--- src/include/pipe_settings.svh ---
//------------------------------
// widths, reset PC and PC step for the pipeline control core
// included by the package and by RTL that sizes ports or PCs
//------------------------------
`ifndef PIPE_SETTINGS_SVH
`define PIPE_SETTINGS_SVH

`define PIPE_XLEN 32
`define PIPE_REG_AW 5
`define PIPE_RESET_PC 32'h0000_0000
// sequential fetch increment, one 32-bit instruction
`define PIPE_PC_STEP 32'd4

`endif

--- src/verilog/riscv_pkg.sv ---
//------------------------------
// types shared by the pipeline control core
// stage packets, trap kinds and control bundles
//------------------------------
`include "pipe_settings.svh"

package riscv_pkg;

    // trap kind that travels with an instruction down to MEM
    typedef enum logic [1:0] {
        NO_TRAP = 2'd0,
        MRET    = 2'd1,
        ILLEGAL = 2'd2
    } exc_t;

    // source of a redirected fetch PC
    typedef enum logic {
        PC_JUMP = 1'b0,
        PC_MEPC = 1'b1
    } pc_sel_t;

    // decoded instruction as seen in ID, all zero means bubble
    typedef struct packed {
        logic                    valid;
        logic [`PIPE_REG_AW-1:0] rs1_addr;
        logic [`PIPE_REG_AW-1:0] rs2_addr;
        logic [`PIPE_REG_AW-1:0] rd_addr;
        logic                    write_rd;
        // set for loads, writeback takes dmem data
        logic                    wb_use_mem;
        logic                    is_csr;
        exc_t                    is_mret;
        logic [`PIPE_XLEN-1:0]   pc;
    } id_pkt_t;

    // EX/MEM payload, instruction plus ALU result
    typedef struct packed {
        id_pkt_t               id;
        logic [`PIPE_XLEN-1:0] alu_result;
    } ex_pkt_t;

    // MEM/WB payload, adds the load data
    typedef struct packed {
        ex_pkt_t               ex;
        logic [`PIPE_XLEN-1:0] dmem_rdata;
    } mem_pkt_t;

    // operand forwarding selects and data for the EX stage
    typedef struct packed {
        logic                  forward_ex_mem_rs1;
        logic                  forward_ex_mem_rs2;
        logic                  forward_mem_wb_rs1;
        logic                  forward_mem_wb_rs2;
        logic [`PIPE_XLEN-1:0] forward_ex_mem_data;
        logic [`PIPE_XLEN-1:0] forward_mem_wb_data;
    } fwd_t;

    // flush, stall and PC steering levels from the controller
    typedef struct packed {
        logic    if_id_flush;
        logic    if_id_stall;
        logic    id_ex_flush;
        logic    id_ex_stall;
        logic    ex_mem_flush;
        logic    ex_mem_stall;
        logic    new_pc_en;
        pc_sel_t pc_sel;
        logic    csr_mret;
    } pipe_ctl_t;

endpackage

--- src/verilog/controller.sv ---
//------------------------------
// hazard detection, operand forwarding and PC steering
// purely combinational, sits beside the stage registers
//------------------------------
`timescale 1ns/100ps

module controller
(
    // clock and reset unused, all decisions are combinational
    input  logic                 clk_i,
    input  logic                 rst_n_i,

    // instruction in ID, taken from the IF/ID register
    input  riscv_pkg::id_pkt_t   id_pkt_i,
    // instruction in EX
    input  riscv_pkg::id_pkt_t   id_ex_pkt_i,
    // instruction in MEM
    input  riscv_pkg::ex_pkt_t   ex_mem_pkt_i,
    // instruction in WB
    input  riscv_pkg::mem_pkt_t  mem_wb_pkt_i,

    // branch or jump resolved taken in EX
    input  logic                 ex_new_pc_en_i,

    output riscv_pkg::fwd_t      fwd_o,
    output riscv_pkg::pipe_ctl_t ctl_o
);

    logic instr_valid;
    logic ex_mem_fwd_ok;
    logic mem_wb_fwd_ok;
    logic id_ex_load;
    logic load_use_hzrd;
    logic csr_in_ex_mem;
    logic mret_in_mem;

    assign instr_valid = id_pkt_i.valid;

    // EX/MEM holds an address rather than the result for a load
    assign ex_mem_fwd_ok = (ex_mem_pkt_i.id.rd_addr != '0) && ex_mem_pkt_i.id.write_rd &&
                           !ex_mem_pkt_i.id.wb_use_mem;
    // x0 is never a forwarding source
    assign mem_wb_fwd_ok = (mem_wb_pkt_i.ex.id.rd_addr != '0) && mem_wb_pkt_i.ex.id.write_rd;

    // forwarding into EX, the youngest producer wins
    always_comb
    begin
        fwd_o = '0;

        // rs1
        if (ex_mem_fwd_ok && (ex_mem_pkt_i.id.rd_addr == id_ex_pkt_i.rs1_addr))
            fwd_o.forward_ex_mem_rs1 = 1'b1;
        else if (mem_wb_fwd_ok && (mem_wb_pkt_i.ex.id.rd_addr == id_ex_pkt_i.rs1_addr))
            fwd_o.forward_mem_wb_rs1 = 1'b1;

        // rs2
        if (ex_mem_fwd_ok && (ex_mem_pkt_i.id.rd_addr == id_ex_pkt_i.rs2_addr))
            fwd_o.forward_ex_mem_rs2 = 1'b1;
        else if (mem_wb_fwd_ok && (mem_wb_pkt_i.ex.id.rd_addr == id_ex_pkt_i.rs2_addr))
            fwd_o.forward_mem_wb_rs2 = 1'b1;

        fwd_o.forward_ex_mem_data = ex_mem_pkt_i.alu_result;
        // loads write back memory data, everything else the ALU result
        fwd_o.forward_mem_wb_data = mem_wb_pkt_i.ex.id.wb_use_mem ? mem_wb_pkt_i.dmem_rdata :
                                                                    mem_wb_pkt_i.ex.alu_result;
    end

    // load in EX feeding the instruction in ID, one bubble then MEM/WB forward
    assign id_ex_load    = id_ex_pkt_i.write_rd && id_ex_pkt_i.wb_use_mem;
    assign load_use_hzrd = id_ex_load && instr_valid &&
                           ((id_ex_pkt_i.rd_addr == id_pkt_i.rs1_addr) ||
                            (id_ex_pkt_i.rd_addr == id_pkt_i.rs2_addr));

    // CSR side effects are serialized, fetch waits while one is in flight
    assign csr_in_ex_mem = id_ex_pkt_i.is_csr || ex_mem_pkt_i.id.is_csr;

    // only MRET is acted on, other trap kinds pass through
    assign mret_in_mem = (ex_mem_pkt_i.id.is_mret == riscv_pkg::MRET);

    always_comb
    begin
        ctl_o = '0;

        // fetch side
        ctl_o.if_id_stall = load_use_hzrd || csr_in_ex_mem;
        ctl_o.if_id_flush = id_pkt_i.is_csr || csr_in_ex_mem;

        // not-taken prediction, a redirect squashes the younger instruction in ID
        ctl_o.id_ex_flush = ex_new_pc_en_i || load_use_hzrd || mret_in_mem;
        ctl_o.id_ex_stall = 1'b0;

        // MRET in MEM squashes everything behind it
        ctl_o.ex_mem_flush = mret_in_mem;
        ctl_o.ex_mem_stall = 1'b0;

        // PC steering
        if (mret_in_mem)
        begin
            ctl_o.new_pc_en = 1'b1;
            ctl_o.pc_sel    = riscv_pkg::PC_MEPC;
            ctl_o.csr_mret  = 1'b1;
        end
        else
        begin
            ctl_o.new_pc_en = ex_new_pc_en_i;
            ctl_o.pc_sel    = riscv_pkg::PC_JUMP;
            ctl_o.csr_mret  = 1'b0;
        end
    end

endmodule

--- src/verilog/fetch_pc.sv ---
//------------------------------
// fetch PC register
// steps, holds on IF/ID stall, or takes a redirect target
//------------------------------
`timescale 1ns/100ps
`include "pipe_settings.svh"

module fetch_pc
(
    input  logic                  clk_i,
    input  logic                  rst_n_i,
    input  logic                  stall_i,
    input  logic                  new_pc_en_i,
    input  riscv_pkg::pc_sel_t    pc_sel_i,
    input  logic [`PIPE_XLEN-1:0] jump_target_i,
    input  logic [`PIPE_XLEN-1:0] mepc_i,
    output logic [`PIPE_XLEN-1:0] pc_o
);

    logic [`PIPE_XLEN-1:0] pc_q;
    logic [`PIPE_XLEN-1:0] redirect_pc;

    // branch target from EX or return address from the trap CSR
    assign redirect_pc = (pc_sel_i == riscv_pkg::PC_MEPC) ? mepc_i : jump_target_i;

    // redirect has priority over stall
    always_ff @(posedge clk_i)
    begin
        if (!rst_n_i)
            pc_q <= `PIPE_RESET_PC;
        else if (new_pc_en_i)
            pc_q <= redirect_pc;
        else if (!stall_i)
            pc_q <= pc_q + `PIPE_PC_STEP;
    end

    assign pc_o = pc_q;

endmodule

--- src/verilog/pipe_ctrl_top.sv ---
//------------------------------
// pipeline control core top, stage registers around the controller
// datapath values come in from outside each cycle
//------------------------------
`timescale 1ns/100ps
`include "pipe_settings.svh"

module pipe_ctrl_top
(
    input  logic                  clk_i,
    input  logic                  rst_n_i,
    input  riscv_pkg::id_pkt_t    id_pkt_i,
    input  logic [`PIPE_XLEN-1:0] alu_result_i,
    input  logic [`PIPE_XLEN-1:0] dmem_rdata_i,
    input  logic                  ex_new_pc_en_i,
    input  logic [`PIPE_XLEN-1:0] jump_target_i,
    input  logic                  csr_we_i,
    input  logic [`PIPE_XLEN-1:0] csr_wdata_i,
    output riscv_pkg::fwd_t       fwd_o,
    output riscv_pkg::pipe_ctl_t  ctl_o,
    output logic [`PIPE_XLEN-1:0] pc_o,
    output logic [`PIPE_XLEN-1:0] mepc_o,
    output logic [7:0]            mret_count_o
);

    riscv_pkg::pipe_ctl_t  ctl;
    riscv_pkg::id_pkt_t    if_id_q;
    riscv_pkg::id_pkt_t    id_ex_q;
    riscv_pkg::ex_pkt_t    ex_mem_d;
    riscv_pkg::ex_pkt_t    ex_mem_q;
    riscv_pkg::mem_pkt_t   mem_wb_d;
    riscv_pkg::mem_pkt_t   mem_wb_q;
    logic [`PIPE_XLEN-1:0] mepc;

    // EX adds the ALU result, MEM adds the load data
    assign ex_mem_d.id         = id_ex_q;
    assign ex_mem_d.alu_result = alu_result_i;
    assign mem_wb_d.ex         = ex_mem_q;
    assign mem_wb_d.dmem_rdata = dmem_rdata_i;

    controller i_controller (
        .clk_i          (clk_i),
        .rst_n_i        (rst_n_i),
        .id_pkt_i       (if_id_q),
        .id_ex_pkt_i    (id_ex_q),
        .ex_mem_pkt_i   (ex_mem_q),
        .mem_wb_pkt_i   (mem_wb_q),
        .ex_new_pc_en_i (ex_new_pc_en_i),
        .fwd_o          (fwd_o),
        .ctl_o          (ctl)
    );

    pipe_reg #(.payload_t(riscv_pkg::id_pkt_t)) i_if_id (
        .clk_i   (clk_i),
        .rst_n_i (rst_n_i),
        .stall_i (ctl.if_id_stall),
        .flush_i (ctl.if_id_flush),
        .d_i     (id_pkt_i),
        .q_o     (if_id_q)
    );

    pipe_reg #(.payload_t(riscv_pkg::id_pkt_t)) i_id_ex (
        .clk_i   (clk_i),
        .rst_n_i (rst_n_i),
        .stall_i (ctl.id_ex_stall),
        .flush_i (ctl.id_ex_flush),
        .d_i     (if_id_q),
        .q_o     (id_ex_q)
    );

    pipe_reg #(.payload_t(riscv_pkg::ex_pkt_t)) i_ex_mem (
        .clk_i   (clk_i),
        .rst_n_i (rst_n_i),
        .stall_i (ctl.ex_mem_stall),
        .flush_i (ctl.ex_mem_flush),
        .d_i     (ex_mem_d),
        .q_o     (ex_mem_q)
    );

    // writeback stage never stalls or flushes
    pipe_reg #(.payload_t(riscv_pkg::mem_pkt_t)) i_mem_wb (
        .clk_i   (clk_i),
        .rst_n_i (rst_n_i),
        .stall_i (1'b0),
        .flush_i (1'b0),
        .d_i     (mem_wb_d),
        .q_o     (mem_wb_q)
    );

    fetch_pc i_fetch_pc (
        .clk_i         (clk_i),
        .rst_n_i       (rst_n_i),
        .stall_i       (ctl.if_id_stall),
        .new_pc_en_i   (ctl.new_pc_en),
        .pc_sel_i      (ctl.pc_sel),
        .jump_target_i (jump_target_i),
        .mepc_i        (mepc),
        .pc_o          (pc_o)
    );

    trap_csr i_trap_csr (
        .clk_i        (clk_i),
        .rst_n_i      (rst_n_i),
        .csr_we_i     (csr_we_i),
        .csr_wdata_i  (csr_wdata_i),
        .mret_i       (ctl.csr_mret),
        .mepc_o       (mepc),
        .mret_count_o (mret_count_o)
    );

    assign ctl_o  = ctl;
    assign mepc_o = mepc;

endmodule

--- src/verilog/pipe_reg.sv ---
//------------------------------
// generic pipeline stage register
// payload type set per stage, flush loads a bubble
//------------------------------
`timescale 1ns/100ps

module pipe_reg
#(
    parameter type payload_t = logic [31:0]
)
(
    input  logic     clk_i,
    input  logic     rst_n_i,
    input  logic     stall_i,
    input  logic     flush_i,
    input  payload_t d_i,
    output payload_t q_o
);

    payload_t stage_q;

    // flush beats stall, a zero payload is a bubble with valid low
    always_ff @(posedge clk_i)
    begin
        if (!rst_n_i || flush_i)
            stage_q <= '0;
        else if (!stall_i)
            stage_q <= d_i;
    end

    assign q_o = stage_q;

endmodule

--- src/verilog/trap_csr.sv ---
//------------------------------
// machine trap CSRs, mepc plus a count of taken MRETs
//------------------------------
`timescale 1ns/100ps
`include "pipe_settings.svh"

module trap_csr
(
    input  logic                  clk_i,
    input  logic                  rst_n_i,
    input  logic                  csr_we_i,
    input  logic [`PIPE_XLEN-1:0] csr_wdata_i,
    // MRET acknowledged by the controller
    input  logic                  mret_i,
    output logic [`PIPE_XLEN-1:0] mepc_o,
    output logic [7:0]            mret_count_o
);

    logic [`PIPE_XLEN-1:0] mepc_q;
    logic [7:0]            mret_count_q;

    always_ff @(posedge clk_i)
    begin
        if (!rst_n_i)
        begin
            mepc_q       <= '0;
            mret_count_q <= '0;
        end
        else
        begin
            // mepc visible the cycle after the write strobe
            if (csr_we_i)
                mepc_q <= csr_wdata_i;
            // wraps after 255 returns
            if (mret_i)
                mret_count_q <= mret_count_q + 8'd1;
        end
    end

    assign mepc_o       = mepc_q;
    assign mret_count_o = mret_count_q;

endmodule
--- config.mk ---
export PLATFORM = sky130hd
export DESIGN_NAME = pipe_ctrl_top
export DESIGN_NICKNAME = d
export VERILOG_FILES = /design/src/verilog/riscv_pkg.sv /design/src/verilog/controller.sv /design/src/verilog/fetch_pc.sv /design/src/verilog/pipe_ctrl_top.sv /design/src/verilog/pipe_reg.sv /design/src/verilog/trap_csr.sv
export VERILOG_INCLUDE_DIRS = /design/src /design/src/include
export SDC_FILE = /design/constraint.sdc
export NUM_CORES = 1
export LEC_CHECK = 0
export ABC_AREA = 1
export BUFFER_PORTS_ARGS = -buffer_cell sky130_fd_sc_hd__buf_2
export CAP_MARGIN = 25
export CORE_UTILIZATION = 50
export CTS_CLUSTER_DIAMETER = 200
export DETAILED_ROUTE_END_ITERATION = 8
export PLACE_DENSITY = 0.91
export RECOVER_POWER = 50
export SLEW_MARGIN = 20
export SYNTH_ARGS = -nofsm -noshare
export SYNTH_HDL_FRONTEND = slang
export SYNTH_SLANG_ARGS = --single-unit
--- constraint.sdc ---
create_clock -name clk_i -period 4.1 [get_ports clk_i]
set_clock_uncertainty 0.15 [all_clocks]
set_input_delay 0.615 -clock clk_i [delete_from_list [all_inputs] [get_ports clk_i]]
set_output_delay 0.615 -clock clk_i [all_outputs]
set_load 0.02 [all_outputs]
==> results of run 1 <==
worst paths after layout:
check	from	endpoint	slack (ps)	depth (start not counted)
max reg2reg	i_ex_mem.q_o[64]	i_ex_mem.q_o[1]	1380	6
min	dmem_rdata_i[28]	i_mem_wb.q_o[28]	140	3
max	i_id_ex.q_o[37]	ctl_o[7]	1120	9
min reg2reg	i_id_ex.q_o[33]	i_ex_mem.q_o[65]	270	2
per-stage QoR:
step | setup WS, ps | util, %
6_report | 1123 | 62.15
5_1_grt | 971.7 | 62.15
4_1_cts | 1120 | 62.86
3_5_place_dp | 1430 | 58.47
3_3_place_gp | 1533 | 58.47
2_1_floorplan | 1680 | -
power groups by stage:
stage | Clock [mW] | Sequential (mW) | Combinational [mW]
global placement | 0 | 2.43 | 0.567
global route | 2.36 | 2.40 | 0.635
floorplan | 0 | 2.47 | 0.340
detailed placement | 0 | 2.43 | 0.581
finish | 2.23 | 2.39 | 0.575
CTS | 2.26 | 2.39 | 0.589
cells by family after synthesis:
logic type      count (synthesis)  share of synthesized area, %
other cells                     1                       0.03878
simple gates                  663                         27.83
fa+ha+maj                       2                        0.2587
flops                         226                         46.78
compound gates                103                         5.628
mux                            32                         3.726
buf+inv                       289                         13.11
xor+xnor                       29                         2.626
sequential cells by signal, summed over array words and instances (netlist names):
register / flops
i_if_id.q_o: 21
i_trap_csr.mepc_o: 32
i_mem_wb.q_o: 71
i_trap_csr.mret_count_o: 8
i_id_ex.q_o: 20
i_ex_mem.q_o: 42
i_fetch_pc.pc_o: 32
final cells by class:
cell class              count  share of cell area [%]
clock buffers              37                   6.414
clock inverters             5                  0.6414
inverters                 187                   5.997
multi-input cells         831                   33.32
flip-flops and latches    226                   38.66
well taps                 260                   2.780
repair buffers            307                   12.19
cell usage in the layout, fill, tap and decap left out, types with 11 or more instances in the layout:
| cell | instances |
|---|---|
| nor2_1 | 250 |
| clkbuf_16 | 25 |
| xnor2_1 | 11 |
| clkbuf_1 | 108 |
| a21oi_1 | 32 |
| o21ai_0 | 61 |
| inv_1 | 183 |
| mux2_2 | 32 |
| dfxtp_1 | 226 |
| nand3_1 | 108 |
| nand2_1 | 276 |
| buf_2 | 194 |
| xor2_1 | 18 |
critical path, stage by stage (launching register included):
cell and delay (ps):
dfxtp_1 400, inv_1 90, nand2_1 80, nand2_1 50
nor2_1 130, nand3_1 100, nand2_2 110, nand2_4 170
nand2_2 350, buf_2 240
layer usage:
layer,GRT usage (%),up-vias
li1,-,4537
met1,30.47,4113
met2,45.96,476
met3,5.469,89
met4,14.07,0
met5,0,-
==> results.ini, run 1 <==
[yosys]
synth_flop_cell = dfxtp_1
synth_cell_types = 33
synth-seq-cells = 226
synth_top_cell_by_area = dfxtp_1
yosysMostFrequentCell = nand2_1
syn_area_per_cell_um2 = 7.190
synth_top_area_share_pct = 46.78
synthArstFlopShare_pct = 0
synth_area_leaders = dfxtp_1 (47%), nand2_1 (11%), nor2_1 (9.8%)
syn-cell-area_um2 = 9671
yosysWarnings = 0
yosys-top-cells-count = nand2_1 (277), nor2_1 (252), dfxtp_1 (226)
synth_edf_count = 0
syn_inst = 1345
seq_area_frac_synth_pct = 46.78

[worst_setup_path]
cp.arrival_ps = 2210
critPathLaunchType = register
critPathRequiredTime_ps = 3340
critPathKind = reg2out
crit_fanout = 23
endpoint_kind = output port

[sta]
slew_viol_final = 0
maxSlewHeadroom_pct = 5.877
fin_crit_sh_pct = 72.60
period_minus_slack_ps = 2977
finalSetupViolCount = 0
fin_setup_tns_ps = 0
hold_viol_final = 0
fin_hold_ws_ps = 135.9
fmax_mhz = 335.9
rsz0062_at_grt = no
worstMarginPinSlew_ps = 1412

[power]
seqPwrFrac_pct = 46.0
combPwrFrac_pct = 11.1
p_switching_mw = 1.309
totalPowerFinal_mw = 5.198
p_sw_share_pct = 25.19
p_leak_nw = 5.908
power.density_nw_per_um2 = 444.2
ir_worst_vdd_v = 0.0003587
p_clk_share_pct = 42.9
p_int_mw = 3.889

[cells_and_area]
fin_cells = 1853
final_area_um2 = 11700
drive_gt1_share_pct = 17.95
multi_input_area_um2 = 3900
layout.nets = 1764
n_antenna_cell = 0
regArea_um2 = 4524
nFillCells = 1584
syn2layout_area_growth_pct = 21.02

[detailed_routing]
vias = 9215
vias_per_cell = 4.973
wl_per_cell_um = 14.51
routed_wl_um = 26890
firstDrtPassIters = 5
drt-met1-wl_um = 10480
detail-route-antenna-nets = 0
drcViolationCount = 0
maxUsedRoutingLayer = met4
drt_iter0_markers = 818
wl_met3_um = 2341
wl_met2_um = 12780

[grt]
grt_max_degree = 78
grt.total_usage_pct = 26.43
grt_overflow_total = 0
antenna_found_initial = 0
grt_pass1_vias = 8799
grt_pass1_wl_um = 42410

[floorplanning]
die_x_um = 141.1
initial_core_util_pct = 51.36
io_pins = 334
die_area_um2 = 19900
coreArea_um2 = 18830
row_count = 50
die_h_um = 141.1

[placed_design]
place_inst = 1811
place.gp.congestion = 0.9106
post_dp_cell_area_um2 = 11010
port_buffers = 299
post-dp-hpwl_um = 18350

[min_path]
min_path_type = in2reg

[cts]
cts_tree = yes
postCtsSetupRepairBufs = 0
path_clk_slew_ps = 60
clock_sinks = 226
root_buffer = clkbuf_16
cts_resized = 0
cts_made_buffers = 24
h-tree-depth = 1
cts_hold_buf = 0
cts_buffer_depth = 3
clock_latency_ps = 510

[outcome]
outcome = completed

[flow_run]
maxCapViolCount = 0

Power figures use the tool's default switching activity.
==> inputs of run 2 (changes only) <==
Settings changed: CORE_UTILIZATION 50 to 45, PLACE_DENSITY 0.91 to 0.87.
Clock period 4.1 ns to 2.5 ns, I/O delays scaled along.
==> run 2 against run 1 <==
Against the previous run: largest cell class unchanged; global-route usage rose by 1.7 points; wire length rose by 19%; non-clock buffer count increased by 125; largest power group unchanged; first-iteration DRC count shrank 9.8%; highest routed layer is now met5; clock power grew 73%; the flow now finishes with violations (capacitance limit, slew limit); die area increased by 11%; combinational power grew 98%.
==> results.ini, run 2 (synthesized netlist as in run 1, its figures left out) <==
[grt]
grt_use_met3_pct = 6.074
grt_max_degree = 74
top_usage_layer = met2
grt_pass1_wl_um = 49610
grt_overflow_total = 0
met2_usage_pct = 49.28
grt.total_usage_pct = 28.10
antenna_found_initial = 2
met1_usage_pct = 31.08
grt_pass1_vias = 9818

[worst_setup_path]
r2r_start = i_if_id.q_o[42]
critPathLaunchType = register
endpoint_kind = output port
cp.arrival_ps = 1870
cpPeakStageDelay_ps = 390
crit_chain = nand2_1, inv_1, nor2_1, nor2_1, nand3_1, nand2_2, nand2_8, nand2_8, buf_4
regToRegSetupSlack_ps = 330
critPathRequiredTime_ps = 1980
rr_worst_depth = 13
path_buf_inv = 2
crit_fanout = 23
crit_path_top_delay_cell = dfxtp_1
critPathTopFamily = simple AND/OR/NAND/NOR gates
rr_endpoint = i_fetch_pc.pc_o[6]
critPathKind = reg2out

[floorplanning]
coreArea_um2 = 21020
row_count = 53
initial_core_util_pct = 46.00
die_x_um = 148.6
die_h_um = 148.6
io_pins = 334
die_area_um2 = 22080

[detailed_routing]
detail-route-antenna-nets = 0
vias_per_cell = 5.076
routed_wl_um = 32040
drcViolationCount = 0
firstDrtPassIters = 6
drt_iter0_markers = 738
vias = 10130
wl_per_cell_um = 16.05

[power]
power.density_nw_per_um2 = 684.4
ir_worst_vdd_v = 0.0005148
p_leak_nw = 6.555
totalPowerFinal_mw = 8.925

[sta]
hold_viol_final = 0
fin_crit_sh_pct = 95.80
period_minus_slack_ps = 2395
slew_viol_final = 74
maxSlewHeadroom_pct = -1.709
worstMarginPinSlew_ps = 1526
fin_setup_tns_ps = 0
fmax_mhz = 417.6
setup_slack_ps = 105.1
fin_hold_ws_ps = 38.38
rsz0062_at_grt = no
finalSetupViolCount = 0

[cells_and_area]
fin_cells = 1996
layout_commonest_cell = nand2_1
mostFrequentLayoutCells = nand2_1 (277), nor2_1 (250), dfxtp_1 (224), buf_2 (220), inv_1 (183)
largest_register_ffs = 71
drive_gt1_share_pct = 19.01
layout.nets = 1889
syn2layout_area_growth_pct = 34.86

[cts]
clock_latency_ps = 510
h-tree-depth = 1
clock_sinks = 226
cts_made_buffers = 24
path_clk_slew_ps = 60
root_buffer = clkbuf_16
cts_tree = yes
cts_buffer_depth = 3

[min_path]
hold_depth = 3
min_to = i_fetch_pc.pc_o[0]
min_path_type = in2reg
hp-start = jump_target_i[0]

[outcome]
violations = capacitance limit, slew limit
outcome = finished with violations

[placed_design]
post-dp-hpwl_um = 18590
dp_slack_ps = 341.8
place_inst = 1834
port_buffers = 299
place.gp.congestion = 0.9242

[flow_run]
maxCapViolCount = 1

## run 2: changes by cell type in the layout (fill, tap and decap cells not counted), sizes merged
| cell | change |
|---|---|
| dlygate4sd3 | +115 |
| diode | +1 |
| clkbuf | -27 |
| bufinv | +1 |
| buf | +34 |
| clkinv | +4 |
## run 2: power by group
part,internal [mW],switching (mW)
Combinational,0.464,0.679
Sequential,3.79,0.142
Clock,2.35,1.50
## run 2: cell type report
type | instances | area [um^2]
Antenna cell | 1 | 2.502
Clock buffer | 34 | 729.5
Clock inverter | 10 | 136.4
Fill cell | 1618 | 7980
Inverter | 187 | 701.9
Multi-Input combinational cell | 831 | 3920
Sequential cell | 226 | 4527
Tap cell | 275 | 344.1
Timing Repair Buffer | 432 | 2680
## run 2: timing repair
| item | in CTS | in global routing |
|---|---|---|
| hold buffers | 115 | 0 |
| pin swaps | 0 | 1 |
| setup buffers | 0 | 2 |
| setup endpoints to repair | 1 | 2 |
| resized for setup | 4 | 2 |
| endpoints found under the hold margin | 115 | 0 |
## run 2: how the worst max path moves through the flow
stage	startpoint	to	slack, ps	cells after the start
after floorplan	i_ex_mem.q_o[69]	fwd_o[64]	360	4
after global placement	i_id_ex.q_o[37]	i_fetch_pc.pc_o[6]	390	12
after detailed placement	i_id_ex.q_o[37]	i_fetch_pc.pc_o[18]	340	12
after CTS	i_id_ex.q_o[37]	ctl_o[7]	30	9
after global routing	i_id_ex.q_o[41]	ctl_o[6]	4	9
final	i_if_id.q_o[42]	ctl_o[7]	110	9
## run 2: worst min-delay path: cells and delay by family
kind	cells	cell delay [ps]
compound gates	1	80
simple gates	1	90
buf+inv	1	100
## run 2: through the flow
step | utilization [%] | instance area [um^2]
floorplan | - | 9674
global placement | 52.80 | 11100
detailed placement | 52.80 | 11100
CTS | 62.51 | 13140
global route | 62.04 | 13040
finish | 62.04 | 13040
## run 2: metal layers
metal,vias up,part of all wire [%]
met5,-,0.053
met4,2,5.8
met3,134,9.7
met2,648,47
met1,4556,37
li1,4791,-
